### config.mk
export PLATFORM = sky130hd
export DESIGN_NAME = mipsCore
export DESIGN_NICKNAME = d
export VERILOG_FILES = /design/src/mipsIsaPkg.sv /design/src/mipsCorePkg.sv /design/src/mipsAlu.sv /design/src/mipsCore.sv /design/src/mipsDecoder.sv /design/src/mipsPcUnit.sv /design/src/mipsRegFile.sv
export SDC_FILE = /design/constraint.sdc
export NUM_CORES = 2
export LEC_CHECK = 0
export BUFFER_PORTS_ARGS = -buffer_cell sky130_fd_sc_hd__buf_2
export CAP_MARGIN = 20
export CORE_MARGIN = 1.5
export CORE_UTILIZATION = 55
export DETAILED_ROUTE_END_ITERATION = 10
export GPL_ROUTABILITY_DRIVEN = 0
export PLACE_DENSITY_LB_ADDON = 0.08
export SLEW_MARGIN = 20
export SYNTH_ARGS = -nofsm -noshare
export SYNTH_HDL_FRONTEND = slang
export SYNTH_SLANG_ARGS = --single-unit
### constraint.sdc
create_clock -name clk -period 12.9 [get_ports clk]
set_input_delay 0 -clock clk [delete_from_list [all_inputs] [get_ports clk]]
set_output_delay 0 -clock clk [all_outputs]
set_load 0.05 [all_outputs]
### src/mipsIsaPkg.sv
`default_nettype none

package mipsIsaPkg;

  // ========================================
  // instruction word and field types
  // ========================================

  // one full instruction as fetched
  typedef logic [31:0] instrT;

  // primary opcode, bits 31..26
  typedef logic [5:0] opcodeT;

  // r-type function field, bits 5..0
  typedef logic [5:0] functT;

  // rs / rt / rd register numbers
  typedef logic [4:0] regNumT;

  // i-type immediate, bits 15..0
  typedef logic [15:0] imm16T;

  // j-type target index, bits 25..0
  typedef logic [25:0] jumpIndexT;

  // ========================================
  // primary opcodes
  // ========================================

  // all r-type share opcode zero, funct picks the op
  localparam opcodeT opRType = 6'd0;
  localparam opcodeT opJ     = 6'd2;
  // jump and link, return address into r31
  localparam opcodeT opJal   = 6'd3;
  localparam opcodeT opBeq   = 6'd4;
  localparam opcodeT opLw    = 6'd35;
  localparam opcodeT opSw    = 6'd43;

  // ========================================
  // r-type function codes
  // ========================================

  // jump register, no write-back
  localparam functT fnJr  = 6'd8;
  localparam functT fnAdd = 6'd32;
  localparam functT fnSub = 6'd34;
  localparam functT fnAnd = 6'd36;
  localparam functT fnOr  = 6'd37;
  // signed set-less-than
  localparam functT fnSlt = 6'd42;

endpackage

`default_nettype wire

### src/mipsCorePkg.sv
`default_nettype none

package mipsCorePkg;

  // register numbers come from the isa side
  import mipsIsaPkg::*;

  // ========================================
  // datapath widths
  // ========================================

  localparam int wordWidth    = 32;
  // 128-word data memory
  localparam int memAddrWidth = 7;

  // data word, also used for byte addresses
  typedef logic [wordWidth-1:0] wordT;

  // word address into data memory
  typedef logic [memAddrWidth-1:0] memAddrT;

  // ========================================
  // alu operation codes
  // ========================================

  typedef logic [2:0] aluOpT;

  localparam aluOpT aluAdd  = 3'd0;
  localparam aluOpT aluSub  = 3'd1;
  localparam aluOpT aluAnd  = 3'd2;
  localparam aluOpT aluOr   = 3'd3;
  localparam aluOpT aluSlt  = 3'd4;
  // unknown or unused op, result forced to zero
  localparam aluOpT aluNone = 3'd7;

  // ========================================
  // fixed register numbers
  // ========================================

  // jal return address
  localparam regNumT regLink = 5'd31;
  // hard-wired zero
  localparam regNumT regZero = 5'd0;

endpackage

`default_nettype wire

### src/mipsAlu.sv
`timescale 1ns/1ns
`default_nettype none

module mipsAlu
  import mipsCorePkg::*;
(
  input  wordT  a,
  input  wordT  b,
  input  aluOpT aluOp,
  output wordT  result,
  output logic  zero
);

  // ========================================
  // operation select
  // ========================================

  always_comb begin
    case (aluOp)
      aluAdd: result = a + b;
      aluSub: result = a - b;
      aluAnd: result = a & b;
      aluOr:  result = a | b;
      aluSlt: begin
        // two's complement compare
        if ($signed(a) < $signed(b)) begin
          result = 32'd1;
        end else begin
          result = 32'd0;
        end
      end
      // aluNone and anything unused
      default: result = '0;
    endcase
  end

  // flag on every op, only beq looks at it
  assign zero = (result == '0);

endmodule

`default_nettype wire

### src/mipsCore.sv
`timescale 1ns/1ns
`default_nettype none

module mipsCore
  import mipsIsaPkg::*;
  import mipsCorePkg::*;
(
  input  logic    clk,
  input  logic    rst,
  input  instrT   instr,
  input  wordT    dataRead,
  output wordT    instrAddr,
  output memAddrT dataAddr,
  output wordT    dataWrite,
  output logic    dataCen,
  output logic    dataWen,
  output logic    wbEn,
  output regNumT  wbAddr,
  output wordT    wbData
);

  // instruction fields
  opcodeT    opcode;
  regNumT    rs;
  regNumT    rt;
  regNumT    rd;
  functT     funct;
  imm16T     imm;
  jumpIndexT jumpIndex;

  // decoder controls
  logic  regDst;
  logic  aluSrc;
  logic  memToReg;
  logic  regWrite;
  logic  memRead;
  logic  memWrite;
  logic  branch;
  logic  jump;
  logic  link;
  logic  jumpReg;
  aluOpT aluOp;

  // datapath
  wordT  immExt;
  wordT  readDataA;
  wordT  readDataB;
  wordT  aluB;
  wordT  aluResult;
  logic  aluZero;
  wordT  pc;
  wordT  pcLink;
  logic  regWriteRun;

  // ========================================
  // field split
  // ========================================

  assign opcode    = instr[31:26];
  assign rs        = instr[25:21];
  assign rt        = instr[20:16];
  assign rd        = instr[15:11];
  assign funct     = instr[5:0];
  assign imm       = instr[15:0];
  assign jumpIndex = instr[25:0];

  // sign extension for lw/sw offset
  assign immExt = {{16{imm[15]}}, imm};

  mipsDecoder decoder (
    .opcode   (opcode),
    .funct    (funct),
    .regDst   (regDst),
    .aluSrc   (aluSrc),
    .memToReg (memToReg),
    .regWrite (regWrite),
    .memRead  (memRead),
    .memWrite (memWrite),
    .branch   (branch),
    .jump     (jump),
    .link     (link),
    .jumpReg  (jumpReg),
    .aluOp    (aluOp)
  );

  // ========================================
  // register file and write-back
  // ========================================

  // rt for lw, rd for r-type, r31 on jal
  assign wbAddr = link ? regLink : (regDst ? rd : rt);

  // link wins, then memory, then alu
  assign wbData = link ? pcLink : (memToReg ? dataRead : aluResult);

  // no register writes while rst is low
  assign regWriteRun = regWrite & rst;

  mipsRegFile regFile (
    .clk        (clk),
    .rst        (rst),
    .writeEn    (regWriteRun),
    .readAddrA  (rs),
    .readAddrB  (rt),
    .writeAddr  (wbAddr),
    .writeData  (wbData),
    .readDataA  (readDataA),
    .readDataB  (readDataB),
    .writeTaken (wbEn)
  );

  // ========================================
  // execute
  // ========================================

  assign aluB = aluSrc ? immExt : readDataB;

  mipsAlu alu (
    .a      (readDataA),
    .b      (aluB),
    .aluOp  (aluOp),
    .result (aluResult),
    .zero   (aluZero)
  );

  // jr target is rs
  mipsPcUnit pcUnit (
    .clk        (clk),
    .rst        (rst),
    .branch     (branch),
    .zero       (aluZero),
    .jump       (jump),
    .jumpReg    (jumpReg),
    .imm        (imm),
    .jumpIndex  (jumpIndex),
    .jumpTarget (readDataA),
    .pc         (pc),
    .pcLink     (pcLink)
  );

  assign instrAddr = pc;

  // ========================================
  // data memory port
  // ========================================

  // word address from byte address
  assign dataAddr  = aluResult[8:2];
  assign dataWrite = readDataB;

  // active-low strobes, both idle in reset
  assign dataCen = ~((memRead | memWrite) & rst);
  assign dataWen = ~(memWrite & rst);

endmodule

`default_nettype wire

### src/mipsDecoder.sv
`timescale 1ns/1ns
`default_nettype none

module mipsDecoder
  import mipsIsaPkg::*;
  import mipsCorePkg::*;
(
  input  opcodeT opcode,
  input  functT  funct,
  output logic   regDst,
  output logic   aluSrc,
  output logic   memToReg,
  output logic   regWrite,
  output logic   memRead,
  output logic   memWrite,
  output logic   branch,
  output logic   jump,
  output logic   link,
  output logic   jumpReg,
  output aluOpT  aluOp
);

  // ========================================
  // main control
  // ========================================

  always_comb begin
    // defaults describe a no-op
    regDst   = 1'b0;
    aluSrc   = 1'b0;
    memToReg = 1'b0;
    regWrite = 1'b0;
    memRead  = 1'b0;
    memWrite = 1'b0;
    branch   = 1'b0;
    jump     = 1'b0;
    link     = 1'b0;
    jumpReg  = 1'b0;
    aluOp    = aluNone;

    case (opcode)
      opRType: begin
        // destination in rd
        regDst = 1'b1;
        // jr only steers the pc
        if (funct == fnJr) begin
          jumpReg = 1'b1;
        end else begin
          regWrite = 1'b1;
        end
        // alu control from funct
        case (funct)
          fnAdd:   aluOp = aluAdd;
          fnSub:   aluOp = aluSub;
          fnAnd:   aluOp = aluAnd;
          fnOr:    aluOp = aluOr;
          fnSlt:   aluOp = aluSlt;
          default: aluOp = aluNone;
        endcase
      end
      opLw: begin
        // base plus offset, result from memory
        aluSrc   = 1'b1;
        memToReg = 1'b1;
        regWrite = 1'b1;
        memRead  = 1'b1;
        aluOp    = aluAdd;
      end
      opSw: begin
        aluSrc   = 1'b1;
        memWrite = 1'b1;
        aluOp    = aluAdd;
      end
      opBeq: begin
        // equal when rs - rt is zero
        branch = 1'b1;
        aluOp  = aluSub;
      end
      opJ: begin
        jump = 1'b1;
      end
      opJal: begin
        // link value and r31 picked in the core
        jump     = 1'b1;
        link     = 1'b1;
        regWrite = 1'b1;
      end
      default: begin
        // unsupported opcode, nothing happens
      end
    endcase
  end

endmodule

`default_nettype wire

### src/mipsPcUnit.sv
`timescale 1ns/1ns
`default_nettype none

module mipsPcUnit
  import mipsIsaPkg::*;
  import mipsCorePkg::*;
(
  input  logic      clk,
  input  logic      rst,
  input  logic      branch,
  input  logic      zero,
  input  logic      jump,
  input  logic      jumpReg,
  input  imm16T     imm,
  input  jumpIndexT jumpIndex,
  input  wordT      jumpTarget,
  output wordT      pc,
  output wordT      pcLink
);

  wordT pcPlus4;
  wordT branchAddr;
  wordT jumpAddr;
  wordT pcNext;

  // ========================================
  // candidate addresses
  // ========================================

  assign pcPlus4 = pc + 32'd4;

  // return address for jal
  assign pcLink = pc + 32'd8;

  // sign-extended word offset from pc+4
  assign branchAddr = pcPlus4 + {{14{imm[15]}}, imm, 2'b00};

  // pseudo-direct, keeps the pc+4 region
  assign jumpAddr = {pcPlus4[31:28], jumpIndex, 2'b00};

  // ========================================
  // next-pc priority and register
  // ========================================

  always_comb begin
    if (jump) begin
      pcNext = jumpAddr;
    end else if (branch && zero) begin
      pcNext = branchAddr;
    end else if (jumpReg) begin
      pcNext = jumpTarget;
    end else begin
      pcNext = pcPlus4;
    end
  end

  // fetch restarts at address zero
  always_ff @(posedge clk or negedge rst) begin
    if (!rst) begin
      pc <= '0;
    end else begin
      pc <= pcNext;
    end
  end

endmodule

`default_nettype wire

### src/mipsRegFile.sv
`timescale 1ns/1ns
`default_nettype none

module mipsRegFile
  import mipsIsaPkg::*;
  import mipsCorePkg::*;
(
  input  logic   clk,
  input  logic   rst,
  input  logic   writeEn,
  input  regNumT readAddrA,
  input  regNumT readAddrB,
  input  regNumT writeAddr,
  input  wordT   writeData,
  output wordT   readDataA,
  output wordT   readDataB,
  output logic   writeTaken
);

  // 32 general purpose registers
  wordT regs [0:31];

  // ========================================
  // write port
  // ========================================

  // r0 never takes a write
  assign writeTaken = writeEn && (writeAddr != regZero);

  always_ff @(posedge clk or negedge rst) begin
    if (!rst) begin
      // clear whole file
      for (int i = 0; i < 32; i++) begin
        regs[i] <= '0;
      end
    end else if (writeTaken) begin
      regs[writeAddr] <= writeData;
    end
  end

  // ========================================
  // read ports
  // ========================================

  // combinational, r0 reads zero
  assign readDataA = (readAddrA == regZero) ? '0 : regs[readAddrA];
  assign readDataB = (readAddrB == regZero) ? '0 : regs[readAddrB];

endmodule

`default_nettype wire
Word-level counts from Yosys, hierarchy flattened
Cells that the tools add are included.
{ "op_classes": {"add_sub_neg": 5, "order_cmp": 5, "n_eq_ne": 15, "mux": 34, "bitwise_logic": 11, "n_reduce_logical": 12} }
{ "ops": {"columns": ["cell", "count"], "rows": [
  ["$bwmux W1024", 1],
  ["$mux W32", 13],
  ["$bmux W32 S5", 2],
  ["$demux W32 S5", 1],
  ["$pmux W32 S5", 1],
  ["$add A32 B32 Y32", 2],
  ["$eq A6 B6 Y1 const B", 7],
  ["$add A32 B3 Y32 const B", 1],
  ["$add A32 B4 Y32 const B", 1],
  ["$and A32 B32 Y32", 1],
  ["$logic_not A32 Y1", 1],
  ["$lt A32 B32 Y1", 1],
  ["$or A32 B32 Y32", 1],
  ["$sub A32 B32 Y32", 1],
  ["$ge A6 B6 Y1 const B", 3],
  ["$not A5 Y6", 3],
  ["$pmux W3 S5", 1],
  ["$eq A6 B2 Y1 const B", 2],
  ["$mux W1", 11],
  ["$logic_not A5 Y1", 2],
  ["$mux W5", 2],
  ["$pmux W3 S3", 1],
  ["$eq A3 B2 Y1 const B", 2],
  ["$eq A6 B3 Y1 const B", 1],
  ["13 further kinds", 20]
]} }
{ "totals": {"reg_bits": 1056, "output_inout_bits": 111} }

Depth between registers and ports, before layout
{ "logic_depth": {"depth_word": 13, "depth_mapped": 33, "ltp_nobuf": 24} }

Hierarchy
A second synthesis with hierarchy kept.
{ "hier_totals": {"cells_unflattened": 5214, "hier_area_um2": 65813.1} }
{ "modules_own_cells": {"columns": ["mod", "n_inst", "cells_each", "area_each_um2", "seq_area_each_um2"], "rows": [
  ["mipsRegFile", 1, 3614, 54746.3, 25624.6],
  ["mipsAlu", 1, 804, 5228.8, 0.0],
  ["mipsPcUnit", 1, 588, 4391.7, 800.8],
  ["mipsCore", 1, 177, 1246.2, 0.0],
  ["mipsDecoder", 1, 31, 200.2, 0.0]
]} }

Worst setup path before layout
OpenSTA, ideal clock, no wires.
{ "synth_path": {"path_kind": "in2reg", "from": "input instr[21]", "to": "register pcUnit.pc[3]", "t_arrival_ns": 7.657, "required_time_ns": 12.832, "setup_slack_ns": 5.174, "cell_stages": 30, "path_buffers": 7, "cell_sequence": "buf_4 -> buf_6 -> buf_6 -> buf_1 -> clkbuf_1 -> clkbuf_1 -> mux4_2 -> mux4_2 -> nand2_1 -> nand2_1 -> nand2_1 -> inv_1 -> ha_1 -> fa_1 -> inv_1 -> nor3_1 -> a2111oi_0 -> o31ai_2 -> a21oi_1 -> o21bai_1 -> a22oi_1 -> xnor2_1 -> o22ai_1 -> or4_1 -> or3_1 -> nor4b_2 -> nand4_2 -> buf_4 -> or3b_1 -> nand3_1"} }
{ "synth_between": {"word_cells_on_any_way": 18} }
{ "synth_rtl": {"columns": ["item", "line_no", "text"], "rows": [
  ["start: declaration", "mipsCore.sv:10", "input instrT instr,"],
  ["$not A5 Y6 (not written as such)", "mipsRegFile.sv:46", "assign readDataA = (readAddrA == regZero) ? '0 : regs[readAddrA];"],
  ["$bmux W32 S5", "mipsRegFile.sv:46", null],
  ["$mux W32 (not written as such) (2 in series)", "mipsRegFile.sv:46", null],
  ["$mux W32 *", "mipsRegFile.sv:46", null],
  ["$sub A32 B32 Y32, or another cell as far along", "mipsAlu.sv:21", "aluSub: result = a - b;"],
  ["$pmux W32 S5 *", "mipsAlu.sv:19", "case (aluOp)"],
  ["net dataAddr[6]", "mipsCore.sv:13", "output memAddrT dataAddr,"],
  ["$logic_not A32 Y1 *", "mipsAlu.sv:38", "assign zero = (result == '0);"],
  ["$logic_and A1 B1 Y1 *", "mipsPcUnit.sv:48", "end else if (branch && zero) begin"],
  ["$mux W32 *", "mipsPcUnit.sv:48", null],
  ["$mux W32 *", "mipsPcUnit.sv:46", "if (jump) begin"],
  ["net pcUnit.pcNext[3]", "mipsPcUnit.sv:24", "wordT pcNext;"],
  ["end signal: assignment", "mipsPcUnit.sv:62", "pc <= pcNext;"],
  ["end: declaration", "mipsPcUnit.sv:17", "output wordT pc,"]
]} }
The timed path passes the listed nets; every way through them passes the cells marked *. The select of a mux whose other input is x is not followed.
A chain may end at the register's enable or synchronous reset.

Worst setup path after layout
{ "layout_path": {"from": "input instr[17]", "to": "register pcUnit.pc[8]"} }
{ "layout_between": {"elab_chain_len": 13, "word_cells_on_any_way": 18} }
{ "layout_rtl": {"columns": ["item", "line_no", "text"], "rows": [
  ["$not A5 Y6 (not written as such)", "mipsRegFile.sv:47", "assign readDataB = (readAddrB == regZero) ? '0 : regs[readAddrB];"],
  ["$bmux W32 S5", "mipsRegFile.sv:47", null],
  ["$mux W32 (not written as such) (2 in series)", "mipsRegFile.sv:47", null],
  ["$mux W32 *", "mipsRegFile.sv:47", null],
  ["$mux W32 *", "mipsCore.sv:116", "assign aluB = aluSrc ? immExt : readDataB;"],
  ["$lt A32 B32 Y1", "mipsAlu.sv:26", "if ($signed(a) < $signed(b)) begin"],
  ["$mux W1", "mipsAlu.sv:26", null],
  ["$pmux W32 S5 *", "mipsAlu.sv:19", null],
  ["$logic_not A32 Y1 *", "mipsAlu.sv:38", null],
  ["$logic_and A1 B1 Y1 *", "mipsPcUnit.sv:48", null],
  ["$mux W32 *", "mipsPcUnit.sv:48", null],
  ["$mux W32 *", "mipsPcUnit.sv:46", null],
  ["net pcUnit.pcNext[8]", "mipsPcUnit.sv:24", null]
]} }
Marked as above.

==> results.md <==
* Finished Core Util at roughly three fifths
* Post-Synthesis Cells at 6,006
* CTS Buf Count at 113
* Pins Over Slew Limit at 0
* Post-Synthesis Cell Area at 0.0623 mm²
* Worst Setup Start Kind: primary input
* Measured slew at the worst slew-check pin at 1.14 ns
* Count leader, synth: nand2_1
* Hold/Removal Path Class: primary input to flop
* Core Area at 0.112 mm²
* Sink Count at 1,056
* Post-CTS sizing at 0
* Post-synthesis sequential area ratio at between 40% and 50%
* Final setup skew at 0.0350 ns
* Post-Route WL at 206 mm
* Mean post-synth cell area at 10.4 µm²
* Worst hold path stage count at 6
* Post-DP HPWL at 125 mm
* Fill count at roughly 9,400
* Critical Path Fanout Max at 94
* Initial core utilization at ~55%
* Most common flop cell mapped by yosys: dfrtp_1
* Post-DRT Antenna Nets at 0
* Yosys top cell by area: dfrtp_1
* Multi-input logic area at 0.0336 mm²
* Worst Reg-to-Reg Cells at 24
* Clock latency on the worst-skew pair at 0.73 ns
* Largest net degree at the start of global routing at 134
* Synth warn at 0
* Async S/R FF share, synth at 100%
* Vias at 48,781
* WHS at 0.0394 ns
* First-pass GRT wire length at 310 mm
* Hold Fails Final Rpt at 0
* Iter 0 DRT Violations at 5,269
* Max_cap viols at 0
* Minimum clock period at between 8 and 9 ns
* # nets final at between 6,000 and 7,000
* Num ports at 177
* Vias in the first global route at between 40,000 and 50,000
* Fraction of layout cells with a size suffix above 1 at between 10% and 20%
* Gr ovfl total at 0
* # Post-CTS Setup Buffers at 0
* Peak Freq at 121 MHz
* Setup TNS at 0 ns
* Area Growth Syn to Fin at 9.93%
* Chip Width at between 300 and 400 µm
* Synthesized Nets at between 6,000 and 7,000
* CP Class: primary input to flop
* Rel. slew slack at 23.8%
* Synth area leaders: dfrtp_1, mux4_2, o21ai_0
* # hold bufs at CTS at 44
* Vias per cell at 6.53
* Crit path DAT at between 8 and 9 ns
* Post-route DRC at 0
* CP Data Required Time at 13.56 ns
* TritonRoute pass-1 iters at 6
* CTS tree: yes
* Cell Rows at approximately 120
* DR WL/cell at 27.5 µm
* Unique cell type count in the Yosys netlist at 101
* RSZ-0062 raised after global routing: false
* Register area at 0.0264 mm²
* H-tree Lvls at 3
* Port buffer count at 176
* Static leakage at around 0.03 µW
* GRT Util Overall at 36.0%
* Full die area at 0.115 mm²
* Seq cells post-synth at 1,056
* CP Capture Type: flop
* Initial antenna violation count at 6
* Peak supply drop at 0.103 mV
* Number of synthesized flops with an enable pin at 0
* Crit share post-route at 64.1%
* Post-route design area at 0.0685 mm²
* Longest Clk Path Bufs at 3
* DP Area at 0.0641 mm²
* Clock root cell: clkbuf_16
* Synth cell count leaders: nand2_1, o21ai_0, dfrtp_1
* Final Setup Violations at 0
* Die height at 340 µm
* Power Density at around 120 mW/mm²
* Reg clk slew, reported paths at ~0.060 ns
* Top-area cell type share of the netlist area at between 40% and 50%
* Status: completed
-- report_power, final --
group | internal (µW) | switching, µW | leakage [µW]
clock network | 2030 | 1440 | 0.00197
registers | 3360 | 77.4 | 0.0147
logic | 424 | 811 | 0.0133
-- cell families after synthesis --
logic type,after synthesis,synth area share (%)
AOI/OAI and AO/OA,1520,13.6
xor gates and xnor gates,99,1.39
adders and majority gates,140,2.85
buffers and inverters,707,4.48
DFF,1056,42.4
muxes,691,23.4
and+or+nand+nor,1793,11.9
-- metal layers --
metal,part of all wire [%],GRT usage (%)
met5,0,0
met4,4.0,13.8
met3,10,7.30
met2,45,54.5
met1,41,51.8
-- area by class of cell --
class                           instances  share of cell area, %
Clock buffer                          153                   4.76
Timing Repair Buffer                  310                   3.08
Sequential cell                      1056                   38.6
Clock inverter                         56                   1.02
Multi-Input combinational cell       4243                   49.0
Inverter                              145                  0.796
Antenna cell                            2                0.00730
Tap cell                             1500                   2.74
-- per-stage QoR --
| step | setup WS [ns] | std cells | power [µW] |
|---|---|---|---|
| floorplan | 5.17 | 6006 | 4310 |
| global placement | 4.51 | 7210 | 4690 |
| detailed placement | 4.46 | 7210 | 4700 |
| CTS | 4.82 | 7463 | 8160 |
| global route | 4.24 | 7463 | 8410 |
| finish | 4.63 | 7465 | 8140 |
-- worst paths after layout --
path | to | start | slack, ns
worst max register to register | pcUnit.pc[8] | regFile.regs[1] | 4.99
worst min register to register | regFile.regs[1007] | regFile.regs[1007] | 0.39
min in group asynchronous | regFile.regs[161] | rst | 0.47
worst max-delay path | pcUnit.pc[8] | instr[17] | 4.63
worst min-delay path | pcUnit.pc[3] | instr[25] | 0.04
max in group asynchronous | regFile.regs[984] | rst | 9.31
-- flip-flops by register name, indices dropped and copies added, names as in the netlist --
register and count:
pcUnit.pc 32, regFile.regs 1024
-- worst max-delay path: stages --
cell	delay (ns)
buf_8	0.56
buf_4	0.92
mux4_2	0.41
mux4_2	0.46
mux2i_1	0.56
nor3_1	0.09
a21o_1	0.21
ha_1	0.27
fa_1	0.50
inv_1	0.10
nor3_1	0.05
a2111oi_0	0.45
o31ai_2	0.17
o21ai_1	0.13
xor2_1	0.08
a211o_1	0.34
nor4b_1	0.49
nand4b_1	0.16
or4_1	0.46
or3_1	0.46
nor4b_2	0.31
nand4_2	0.10
buf_4	0.34
or3_1	0.42
nand3_1	0.07
dlygate4sd3_1	0.55
-- placed cells by master, fill, tap and decap left out, types with 23 or more instances in the layout --
master / Yosys / final
mux4_2: 611 / 611
clkinv_2: 1 / 30
o21ai_0: 1067 / 1062
xnor2_1: 55 / 55
dfrtp_1: 1056 / 1056
inv_1: 142 / 141
nand3_1: 55 / 55
or3_1: 23 / 23
xor2_1: 44 / 44
nand2_4: 0 / 31
nor2_1: 196 / 196
o21bai_1: 24 / 24
dlygate4sd3_1: 0 / 43
clkbuf_8: 0 / 24
buf_4: 11 / 89
ha_1: 137 / 137
nor3_1: 62 / 61
nand2_1: 1320 / 1289
a21oi_1: 183 / 177
buf_2: 22 / 167
mux2i_1: 74 / 74
clkbuf_16: 0 / 115
(Power assumes the default switching activity.)
